<file path="src/pcs_cfg.svh">
`ifndef PCS_CFG_SVH
`define PCS_CFG_SVH

// block geometry, 64b/66b
`define PCS_BLK_W 66 // header + payload
`define PCS_HEAD_W 2 // sync header
`define PCS_DATA_W 64 // scrambled payload

// descrambler, 1 + x^39 + x^58
`define PCS_SCR_W 58 // history depth

// block lock thresholds
`define PCS_SH_GOOD_N 64 // good headers to lock
`define PCS_SH_WIN_N 1024 // header window length
`define PCS_SH_BAD_N 65 // bad headers in window to drop lock

`endif

</file>
<file path="src/pcs_pkg.sv">
`default_nettype none

`include "pcs_cfg.svh"

package pcs_pkg;

	// bit 0 is the first bit off the wire
	typedef logic [`PCS_BLK_W-1:0] pcs_blk_t; // block or raw serdes word
	typedef logic [`PCS_HEAD_W-1:0] pcs_head_t; // 01 or 10 when valid
	typedef logic [`PCS_DATA_W-1:0] pcs_data_t; // payload
	typedef logic [$clog2(`PCS_BLK_W)-1:0] pcs_off_t; // slip offset 0..65
	typedef logic [`PCS_SCR_W-1:0] pcs_scr_t; // descrambler history

	typedef logic [$clog2(`PCS_SH_WIN_N)-1:0] pcs_cnt_t; // sh_cnt
	typedef logic [$clog2(`PCS_SH_BAD_N)-1:0] pcs_nv_cnt_t; // sh_invalid_cnt

	// block lock fsm, fig 49-14 reduced
	typedef enum logic [1:0] {
		SYNC_INVALID, // no signal
		SYNC_TEST, // hunting for header alignment
		SYNC_LOCK // rx_block_lock
	} pcs_sync_state_e;

endpackage

`default_nettype wire

</file>
<file path="src/pcs_blk_if.sv">
`timescale 1ns/1ps
`default_nettype none

// one block per clock between rx stages, no stall
interface pcs_blk_if
	import pcs_pkg::*;
();

	logic valid; // block present this cycle
	pcs_head_t head; // sync header, raw
	pcs_data_t data; // payload
	logic lock; // lock status tagged to this block

	modport src (
		output valid,
		output head,
		output data,
		output lock
	);

	modport snk (
		input valid,
		input head,
		input data,
		input lock
	);

endinterface

`default_nettype wire

</file>
<file path="src/pcs_descramble.sv">
`timescale 1ns/1ps
`default_nettype none

`include "pcs_cfg.svh"

// self sync descrambler, 1 + x^39 + x^58, payload only
module pcs_descramble
	import pcs_pkg::*;
(
	input logic clk_i,
	input logic nreset_i,

	pcs_blk_if.snk blk_i,

	output logic valid_o,
	output pcs_head_t head_o,
	output pcs_data_t data_o,
	output logic lock_o
);

	localparam int TAP = 39; // inner tap of the polynomial

	pcs_scr_t scr_q; // last 58 scrambled bits, newest at msb
	logic [`PCS_SCR_W+`PCS_DATA_W-1:0] ext; // history then payload, arrival order
	pcs_data_t plain;

	assign ext = {blk_i.data, scr_q};

	// out[n] = in[n] ^ in[n-39] ^ in[n-58]
	always_comb begin
		for (int i = 0; i < `PCS_DATA_W; i++) begin
			plain[i] = ext[i+`PCS_SCR_W] ^ ext[i+`PCS_SCR_W-TAP] ^ ext[i];
		end
	end

	always_ff @(posedge clk_i) begin
		if (nreset_i) begin
			valid_o <= 1'b0;
			lock_o <= 1'b0;
		end else begin
			valid_o <= blk_i.valid;
			lock_o <= blk_i.lock;
		end
	end

	// history and payload, no reset
	always_ff @(posedge clk_i) begin
		if (blk_i.valid) begin
			scr_q <= ext[`PCS_SCR_W+`PCS_DATA_W-1:`PCS_DATA_W]; // keep scrambled bits
			head_o <= blk_i.head;
			data_o <= plain;
		end
	end

	// one block in, one block out, a cycle later
	a_valid_lat: assert property (@(posedge clk_i) disable iff (nreset_i)
		valid_o == $past(blk_i.valid));

endmodule

`default_nettype wire

</file>
<file path="src/pcs_rx_slip.sv">
`timescale 1ns/1ps
`default_nettype none

`include "pcs_cfg.svh"

// bit slip aligner, cuts 66b blocks out of the raw word stream
module pcs_rx_slip
	import pcs_pkg::*;
(
	input logic clk_i,
	input logic nreset_i,

	input logic valid_i, // signal_ok
	input pcs_blk_t word_i, // raw serdes word
	input logic slip_i, // slip one bit

	pcs_blk_if.src blk_o
);

	pcs_blk_t prev_q; // last raw word
	pcs_off_t off_q; // current cut position
	pcs_off_t off_next;

	logic [2*`PCS_BLK_W-1:0] win; // prev word first, then current
	pcs_blk_t cut;

	// slip applies to the block cut on this edge
	always_comb begin
		off_next = off_q;
		if (slip_i) begin
			if (off_q == pcs_off_t'(`PCS_BLK_W-1)) begin
				off_next = '0; // wrap 65 -> 0
			end else begin
				off_next = off_q + 1'b1;
			end
		end
	end

	assign win = {word_i, prev_q}; // older bits at lsb
	assign cut = win[off_next +: `PCS_BLK_W];

	always_ff @(posedge clk_i) begin
		if (nreset_i) begin
			off_q <= '0;
			blk_o.valid <= 1'b0;
		end else begin
			off_q <= off_next;
			blk_o.valid <= valid_i;
		end
	end

	// payload path, no reset
	always_ff @(posedge clk_i) begin
		if (valid_i) begin
			prev_q <= word_i;
		end
		blk_o.head <= cut[`PCS_HEAD_W-1:0]; // first two bits on the wire
		blk_o.data <= cut[`PCS_BLK_W-1:`PCS_HEAD_W];
	end

	assign blk_o.lock = 1'b0; // no lock known before the sync stage

	a_off_range: assert property (@(posedge clk_i) disable iff (nreset_i)
		off_q < pcs_off_t'(`PCS_BLK_W));

	// nothing leaves the aligner straight out of reset
	a_rst_quiet: assert property (@(posedge clk_i)
		nreset_i |=> !blk_o.valid);

endmodule

`default_nettype wire

</file>
<file path="src/pcs_rx_top.sv">
`timescale 1ns/1ps
`default_nettype none

`include "pcs_cfg.svh"

// 64b/66b pcs rx lane: aligner -> block lock -> descrambler
module pcs_rx_top
	import pcs_pkg::*;
(
	input logic clk,
	input logic nreset,

	// serdes side
	input logic valid_i, // signal_ok
	input pcs_blk_t word_i, // raw, unaligned

	// block side
	output logic blk_valid_o,
	output pcs_head_t head_o,
	output pcs_data_t data_o,
	output logic lock_o // rx_block_lock
);

	pcs_blk_if slip_blk (); // aligner -> lock
	pcs_blk_if sync_blk (); // lock -> descrambler

	logic slip; // lock stage asks for a one bit slip

	pcs_rx_slip u_slip (
		.clk_i (clk),
		.nreset_i(nreset),
		.valid_i (valid_i),
		.word_i (word_i),
		.slip_i (slip),
		.blk_o (slip_blk.src)
	);

	pcs_sync_rx u_sync (
		.clk_i (clk),
		.nreset_i(nreset),
		.blk_i (slip_blk.snk),
		.blk_o (sync_blk.src),
		.slip_o (slip)
	);

	pcs_descramble u_descr (
		.clk_i (clk),
		.nreset_i(nreset),
		.blk_i (sync_blk.snk),
		.valid_o (blk_valid_o),
		.head_o (head_o),
		.data_o (data_o),
		.lock_o (lock_o)
	);

endmodule

`default_nettype wire

</file>
<file path="src/pcs_sync_rx.sv">
`timescale 1ns/1ps
`default_nettype none

`include "pcs_cfg.svh"

// per lane block lock on the 2b sync header
// invalid -> test -> lock, slip request back to the aligner
module pcs_sync_rx
	import pcs_pkg::*;
(
	input logic clk_i,
	input logic nreset_i,

	pcs_blk_if.snk blk_i, // aligned blocks, valid is signal_ok
	pcs_blk_if.src blk_o, // same blocks + lock

	output logic slip_o // comb, to aligner
);

	pcs_sync_state_e state_q;
	pcs_sync_state_e state_next;

	pcs_cnt_t cnt_q; // sh_cnt
	pcs_cnt_t cnt_next;
	pcs_nv_cnt_t nv_cnt_q; // sh_invalid_cnt
	pcs_nv_cnt_t nv_cnt_next;

	logic [$bits(pcs_cnt_t):0] cnt_add; // extra bit marks window end
	pcs_nv_cnt_t nv_cnt_add;

	logic sh_v; // sh_valid
	logic in_test;
	logic in_lock;
	logic good_64; // 64_GOOD
	logic bad_65; // too many bad headers
	logic win_end; // 1024 headers seen
	logic cnt_clr; // RESET_CNT
	logic slip;

	assign sh_v = ^blk_i.head; // 01 or 10
	assign in_test = (state_q == SYNC_TEST);
	assign in_lock = (state_q == SYNC_LOCK);

	// good headers while testing, every header once locked
	assign cnt_add = {1'b0, cnt_q} + {{$bits(pcs_cnt_t){1'b0}}, sh_v | in_lock};
	assign nv_cnt_add = nv_cnt_q + {{($bits(pcs_nv_cnt_t)-1){1'b0}}, ~sh_v};

	assign good_64 = in_test & sh_v & (cnt_add == `PCS_SH_GOOD_N);
	assign bad_65 = in_lock & (nv_cnt_add == `PCS_SH_BAD_N);
	assign win_end = (cnt_add == `PCS_SH_WIN_N);

	assign slip = blk_i.valid & ((in_test & ~sh_v) // bad header while hunting
		| bad_65); // lock lost
	assign slip_o = slip;

	assign cnt_clr = ~blk_i.valid // signal not ok
		| (state_q == SYNC_INVALID) // fresh start in test
		| good_64
		| slip
		| win_end;

	assign cnt_next = cnt_clr ? '0 : pcs_cnt_t'(cnt_add);
	assign nv_cnt_next = cnt_clr ? '0 : nv_cnt_add;

	always_comb begin
		state_next = state_q;
		if (!blk_i.valid) begin
			state_next = SYNC_INVALID; // drop on signal loss
		end else begin
			case (state_q)
				SYNC_INVALID: begin
					state_next = SYNC_TEST; // signal back
				end
				SYNC_TEST: begin
					if (good_64) begin
						state_next = SYNC_LOCK;
					end
				end
				SYNC_LOCK: begin
					if (bad_65) begin
						state_next = SYNC_TEST; // slip and hunt again
					end
				end
				default: begin
					state_next = SYNC_INVALID;
				end
			endcase
		end
	end

	always_ff @(posedge clk_i) begin
		if (nreset_i) begin
			state_q <= SYNC_INVALID;
			cnt_q <= '0;
			nv_cnt_q <= '0;
			blk_o.valid <= 1'b0;
			blk_o.lock <= 1'b0;
		end else begin
			state_q <= state_next;
			cnt_q <= cnt_next;
			nv_cnt_q <= nv_cnt_next;
			blk_o.valid <= blk_i.valid;
			blk_o.lock <= (state_next == SYNC_LOCK); // goes with this block
		end
	end

	// block payload, no reset
	always_ff @(posedge clk_i) begin
		blk_o.head <= blk_i.head;
		blk_o.data <= blk_i.data;
	end

	a_state_legal: assert property (@(posedge clk_i) disable iff (nreset_i)
		state_q inside {SYNC_INVALID, SYNC_TEST, SYNC_LOCK});

	a_no_slip_invalid: assert property (@(posedge clk_i) disable iff (nreset_i)
		(state_q == SYNC_INVALID) |-> !slip_o);

	// lock can only be won from the test state
	a_lock_from_test: assert property (@(posedge clk_i) disable iff (nreset_i)
		$rose(blk_o.lock) |-> ($past(state_q) == SYNC_TEST));

endmodule

`default_nettype wire

</file>
<file path="config.mk">
export PLATFORM = sky130hd
export DESIGN_NAME = pcs_rx_top
export DESIGN_NICKNAME = d
export VERILOG_FILES = /design/src/pcs_pkg.sv /design/src/pcs_blk_if.sv /design/src/pcs_descramble.sv /design/src/pcs_rx_slip.sv /design/src/pcs_rx_top.sv /design/src/pcs_sync_rx.sv
export VERILOG_INCLUDE_DIRS = /design/src /design/src/src
export SDC_FILE = /design/constraint.sdc
export NUM_CORES = 1
export LEC_CHECK = 0
export ABC_AREA = 1
export BUFFER_PORTS_ARGS = -buffer_cell sky130_fd_sc_hd__buf_2
export CELL_PAD_IN_SITES_DETAIL_PLACEMENT = 0
export CELL_PAD_IN_SITES_GLOBAL_PLACEMENT = 1
export CORE_ASPECT_RATIO = 1.2
export CORE_MARGIN = 3
export CORE_UTILIZATION = 45
export CTS_CLUSTER_SIZE = 30
export DETAILED_ROUTE_END_ITERATION = 16
export PLACE_DENSITY_LB_ADDON = 0.1
export SETUP_SLACK_MARGIN = 0.2
export SLEW_MARGIN = 20
export SYNTH_ARGS = -nofsm -noshare
export SYNTH_HDL_FRONTEND = slang
export SYNTH_SLANG_ARGS = --single-unit
</file>
<file path="constraint.sdc">
create_clock -name clk -period 4.95 [get_ports clk]
set_clock_uncertainty 0.05 [all_clocks]
set_input_delay 0.495 -clock clk [delete_from_list [all_inputs] [get_ports clk]]
set_output_delay 0.495 -clock clk [all_outputs]
set_load 0.01 [all_outputs]
</file>
==> impl_metrics.ini, run 1 <==
[route]
ant_nets = 0
routed_via_density = 6.277
wire_per_inst_um = 27.43
dr.pass1.iters = 6
routed_wirelength_mm = 105.7
drt-initial-drc-count = 3601
vias = 24187
drcViolationCount = 0

[global_route]
grt_use_total_pct = 38.68
grt_pass1_wl_mm = 150.5
antenna_found_initial = 6
overflow = 0
grt_max_degree = 78
first_global_vias = 22190

[timing]
final_hold_viol_count = 0
whs_ns = 0.06145
slew_viol_final = 0
final-setup-viol-count = 0
timing.fmax_ghz = 0.2257
tns_ns = 0
tightest_slew_ns = 0.9918
timing.slew.headroom_pct = 33.88
rsz0062_at_grt = no
timing.final.crit_share_pct = 89.51
period_needed_ns = 4.431

[clock_tree]
cts_setup_buffers = 0
path_clk_slew_ns = 0.06
htree_levels = 2
insertion_delay_ns = 0.58
cts.sinks = 353
cts.path.max_buffers = 3
cts_buffers = 37
cts_tree = yes
root_buffer = clkbuf_16

[worst_hold_path]
min_path_type = in2reg

[power_and_ir_drop]
p_sw_mw = 2.421
switching_share_pct = 30.20
p_seq_share_pct = 44.6
power_frac_clock_pct = 37.1
leakagePower_nw = 11.04
ir_drop_mv = 0.2573
power.internal_mw = 5.597
pwr-share-comb_pct = 18.2
power_mw = 8.018
power.density_nw_per_um2 = 318.4

[floorplanning]
die_h_um = 250.1
die_area_um2 = 52390
core_um2 = 48560
pin_count = 137
rows = 88
start_util_pct = 46.03
fp.dieW_um = 209.5

[setup_path]
start_kind = register
critPathMaxStageDelay_ns = 0.32
arrival_ns = 4.81
cp_slowest_cell = dfxtp_1
cp_max_fo = 38
cp_common_cell = nand2_1
critPathCaptureType = register
crit_required_ns = 5.33
critPathKind = reg2reg

[final_layout]
fillers = 4702
final-seq-area_um2 = 8972
multiInputGateArea_um2 = 11700
syn_to_final_growth_pct = 12.66
drive_gt1_share_pct = 10.06
num-nets-final = 3266

[placement]
place.gp.congestion = 1.102
dp.final_hpwl_mm = 80.72
port_buffers = 136

[yosys]
ys_types = 33
ys_seq_elements = 353
synthesis.area_um2 = 22350
syn_inst = 3130
yosysWarnings = 0
syn_area_per_cell_um2 = 7.141
synth_nets = 3205
yosysSeqAreaShare_pct = 40.12

[run_status]
outcome = complete, no violations

[job]
cap_violations = 0
## worst max-delay path: cells and delay by family (launching register included)
kind / cells / cell delay (ns)
AND/OR/NAND/NOR: 20 / 2.67
adder cells (fa/ha/maj): 2 / 0.48
buffers and inverters: 2 / 0.35
flip-flops: 1 / 0.32
XOR/XNOR: 1 / 0.32
## kinds of logic (layout without fill, tap and decap cells)
family                     after synthesis  count (layout)  synth area share (%)
other                                    0               3                     0
AOI/OAI and AO/OA                       26              26                0.6437
DFF                                    353             353                 40.12
xor gates and xnor gates               141             141                 5.609
buffers and inverters                  385             475                 7.814
adders and majority gates                6               6                0.3358
and+or+nand+nor                       2219            2219                 45.47
## cell usage in the layout, fill, tap and decap left out, types with 4 or more instances in the layout
cell type | netlist | layout
a21oi_1 | 14 | 14
buf_12 | 0 | 26
buf_2 | 119 | 136
buf_4 | 24 | 71
bufinv_16 | 0 | 4
clkbuf_1 | 36 | 5
clkbuf_16 | 0 | 38
clkbuf_8 | 0 | 6
clkinv_2 | 0 | 4
clkinvlp_4 | 0 | 5
dfxtp_1 | 163 | 162
edfxtp_1 | 190 | 190
ha_1 | 6 | 6
inv_1 | 165 | 165
inv_4 | 1 | 4
nand2_1 | 762 | 762
nand2_2 | 8 | 5
nand3_1 | 1368 | 1367
nand4_1 | 15 | 15
nor2_1 | 49 | 49
nor3_1 | 7 | 7
xnor2_1 | 130 | 130
xor2_1 | 10 | 9
## area by class of cell
type | instances | area share [%]
Antenna cell | 3 | 0.02981
Clock buffer | 50 | 4.208
Clock inverter | 18 | 0.9739
Inverter | 173 | 2.618
Multi-Input combinational cell | 2392 | 46.48
Sequential cell | 353 | 35.63
Tap cell | 630 | 3.130
Timing Repair Buffer | 234 | 6.931
## layer usage
layer,vias to the layer above,part of all wire [%],wire (um),track usage (%)
li1,10844,-,-,-
met1,11363,37,39500,49.60
met2,1649,46,48200,62.31
met3,329,9.9,10480,6.326
met4,2,7.1,7513,21.19
met5,-,0.012,13,0
## registers in the layout (all words and copies together), names as in the netlist, 2 cells and up
name               count
u_slip.prev_q         66
u_descr.head_o         2
u_sync.blk_o.data     64
u_slip.blk_o.head      2
u_slip.blk_o.data     64
u_sync.nv_cnt_q        7
u_sync.cnt_q          10
u_slip.off_q           7
u_descr.data_o        64
u_sync.state_q         2
u_sync.blk_o.head      2
u_descr.scr_q         58
## final timing paths
path | from | end | slack (ns) | depth (start not counted)
setup / recovery | u_slip.blk_o.head[1] | u_slip.blk_o.head[0] | 0.52 | 25
hold / removal | word_i[54] | u_slip.prev_q[54] | 0.06 | 1
setup reg to reg | u_slip.blk_o.head[1] | u_slip.blk_o.head[0] | 0.52 | 25
hold reg to reg | u_slip.blk_o.data[55] | u_sync.blk_o.data[55] | 0.26 | 0
## power by group through the flow
stage                     registers [mW]  clock network [mW]  logic, mW
after floorplan                     3.57                   0      0.866
after global placement              3.63                   0       1.39
after detailed placement            3.64                   0       1.41
after CTS                           3.58                3.01       1.42
after global routing                3.60                3.12       1.57
final                               3.58                2.98       1.46
## synthesized netlist by cell type
cell | count | area share [%]
buf_4 | 24 | 0.81
nand3_2 | 2 | 0.090
inv_2 | 6 | 0.10
buf_1 | 25 | 0.42
nand2_1 | 762 | 13
xnor2_1 | 130 | 5.1
o21bai_1 | 1 | 0.034
clkinv_1 | 1 | 0.017
inv_1 | 165 | 2.8
clkbuf_1 | 36 | 0.60
inv_4 | 1 | 0.028
nand2_4 | 1 | 0.050
o21ai_0 | 3 | 0.067
nor4_1 | 1 | 0.028
ha_1 | 6 | 0.34
buf_6 | 8 | 0.40
nor2_4 | 2 | 0.10
xor2_1 | 10 | 0.39
nor2_1 | 49 | 0.82
nand3_1 | 1368 | 31
nor3_1 | 7 | 0.16
nand4_1 | 15 | 0.42
buf_2 | 119 | 2.7
dfxtp_1 | 163 | 15
nand2_2 | 8 | 0.22
o21ai_2 | 1 | 0.039
o21ai_1 | 4 | 0.090
a211oi_1 | 3 | 0.10
a21oi_1 | 14 | 0.31
nor3_4 | 1 | 0.073
or2_1 | 3 | 0.084
xor2_4 | 1 | 0.12
edfxtp_1 | 190 | 26
## stage by stage
step / instance area, um2 / instances / worst slack (ns) / util (%)
2_1_floorplan: 22350 / 3130 / 1.403 / -
3_3_place_gp: 23860 / 3782 / 0.6472 / 49.13
3_5_place_dp: 23860 / 3782 / 0.5492 / 49.13
4_1_cts: 25160 / 3850 / 0.5165 / 51.82
5_1_grt: 25170 / 3850 / 0.2776 / 51.85
6_report: 25180 / 3853 / 0.5193 / 51.86
## what timing repair did
| item | CTS | global route |
|---|---|---|
| hold buffers | 0 | 0 |
| endpoints found under the setup margin | 0 | 2 |
| resized for setup | 0 | 2 |
| hold endpoints to repair | 0 | 0 |
Note: power is estimated with default switching activity, not from simulation.
==> run 2: changes to the inputs <==
Settings changed: CTS_CLUSTER_SIZE 30 to 28, PLACE_DENSITY from default to 0.9, PLACE_DENSITY_LB_ADDON 0.1 to default.
==> run 2 against run 1 <==
  * Sequential power barely moved
  * Register-to-register slack improved by 0.23 ns
  * Wire length rose by 0.93%
  * Worst setup slack improved by 0.23 ns
  * Die area did not move
  * Critical path depth fell by 1
  * Power fell by 1.7%
  * Clock-buffer cell count fell by 4
  * Largest power group unchanged
==> impl_metrics.ini, run 2 (same netlist as run 1, synthesis figures left out) <==
[run_status]
outcome = complete, no violations

[placement]
dp_cells = 3797
place.gp.congestion = 1.083
dp.final_hpwl_mm = 81.83
port_buffers = 136

[floorplanning]
die_h_um = 250.1
pin_count = 137
rows = 88
core_um2 = 48560
fp.dieW_um = 209.5
start_util_pct = 46.03
die_area_um2 = 52390

[timing]
tightest_slew_ns = 0.7950
timing.slew.headroom_pct = 46.65
tns_ns = 0
period_needed_ns = 4.203
rsz0062_at_grt = no
timing.final.crit_share_pct = 84.91
timing.fmax_ghz = 0.2379
final_hold_viol_count = 0
whs_ns = 0.05361
slew_viol_final = 0
final-setup-viol-count = 0

[clock_tree]
cts.sinks = 353
cts.hold.buffers_added = 0
path_clk_slew_ns = 0.06
htree_levels = 2
cts_buffers = 37
cts.path.max_buffers = 3
cts_setup_buffers = 0
ctsResizeCount = 0
root_buffer = clkbuf_16
insertion_delay_ns = 0.59
cts_tree = yes

[global_route]
overflow = 0
first_global_vias = 21984
grt_use_total_pct = 39.28
grt_max_degree = 78
antenna_found_initial = 5
grt_pass1_wl_mm = 152.0

[power_and_ir_drop]
power_frac_clock_pct = 35.4
p_seq_share_pct = 45.5
p_sw_mw = 2.448
power.density_nw_per_um2 = 312.1
ir_drop_mv = 0.2533
power.internal_mw = 5.437
leakagePower_nw = 11.11
switching_share_pct = 31.05
pwr-share-comb_pct = 19.1

[route]
vias = 23893
drt-initial-drc-count = 3522
drcViolationCount = 0
ant_nets = 0
dr.pass1.iters = 8
wire_per_inst_um = 27.60
routed_via_density = 6.182
routed_wirelength_mm = 106.7

[final_layout]
multiInputGateArea_um2 = 11700
layout_commonest_cell = nand3_1
syn_to_final_growth_pct = 13.01
drive_gt1_share_pct = 10.33
final-seq-area_um2 = 8972
fillers = 4729
num-nets-final = 3281
largest_reg_flops = 66
max_flop_register = u_slip.prev_q
final_cell_mix = nand3_1, nand2_1, edfxtp_1, inv_1, dfxtp_1
finalNonFillerCells = 3865

[worst_hold_path]
min_path_type = in2reg

[setup_path]
crit_chain = xnor2_1, ha_1, ha_1, inv_1, nand2_1, nand2_1, nor2_1, nand2_1, nor2_1, nand3_2, nand2_2, nand2_4, o21ai_4, buf_12, buf_12, nand3_1, nand2_1, nand2_1, nand3_1, nand3_1, nand3_1, nand2_1, nand2_1, nand2_1
critPathMaxStageDelay_ns = 0.33
cp_max_fo = 46
critPathKind = reg2reg
arrival_ns = 4.58
crit_required_ns = 5.32
cp_common_cell = nand2_1
cp_slowest_cell = xnor2_1
crit_family = simple AND/OR/NAND/NOR gates
critPathCaptureType = register
path_buf_inv = 3
start_kind = register

[job]
cap_violations = 0
-- run 2: through the flow --
stage                     worst slack [ns]  total power, mW  utilization, %  cell area (um2)
after floorplan                      1.403            4.432               -            22350
after global placement              0.8933            5.071           49.57            24070
after detailed placement            0.8923            5.102           49.57            24070
after CTS                           0.8657            7.887           52.02            25260
after global routing                0.5067            8.137           52.03            25260
final                               0.7471            7.885           52.03            25260
-- run 2: layout make-up --
| class | instances | share of cell area, % |
|---|---|---|
| inverter | 173 | 2.610 |
| clock inverter | 21 | 0.6241 |
| sequential | 353 | 35.52 |
| multi-input combinational | 2392 | 46.30 |
| timing repair buffer | 249 | 7.736 |
| clock buffer | 46 | 4.086 |
| antenna | 1 | 0.009906 |
| tap | 630 | 3.120 |
-- run 2: path summary, 6_finish.rpt --
kind	slack, ns	from	depth (start not counted)	endpoint
setup / recovery	0.75	u_slip.blk_o.head[1]	24	u_slip.blk_o.head[0]
hold / removal	0.05	word_i[54]	1	u_slip.prev_q[54]
setup reg to reg	0.75	u_slip.blk_o.head[1]	24	u_slip.blk_o.head[0]
hold reg to reg	0.26	u_slip.blk_o.data[62]	0	u_sync.blk_o.data[62]
-- run 2: per-layer routing --
layer	global-route usage (%)	up-vias	share of wire, %
li1	-	10860	-
met4	22.93	4	7.5
met3	6.927	306	9.2
met5	0	-	0.024
met1	50.37	11277	38
met2	62.22	1446	45
-- run 2: power groups by stage --
stage | registers, mW | logic, mW | clock network (mW)
after global placement | 3.64 | 1.43 | 0
final | 3.59 | 1.50 | 2.79
after floorplan | 3.57 | 0.866 | 0
after CTS | 3.59 | 1.47 | 2.83
after detailed placement | 3.65 | 1.45 | 0
after global routing | 3.60 | 1.61 | 2.93
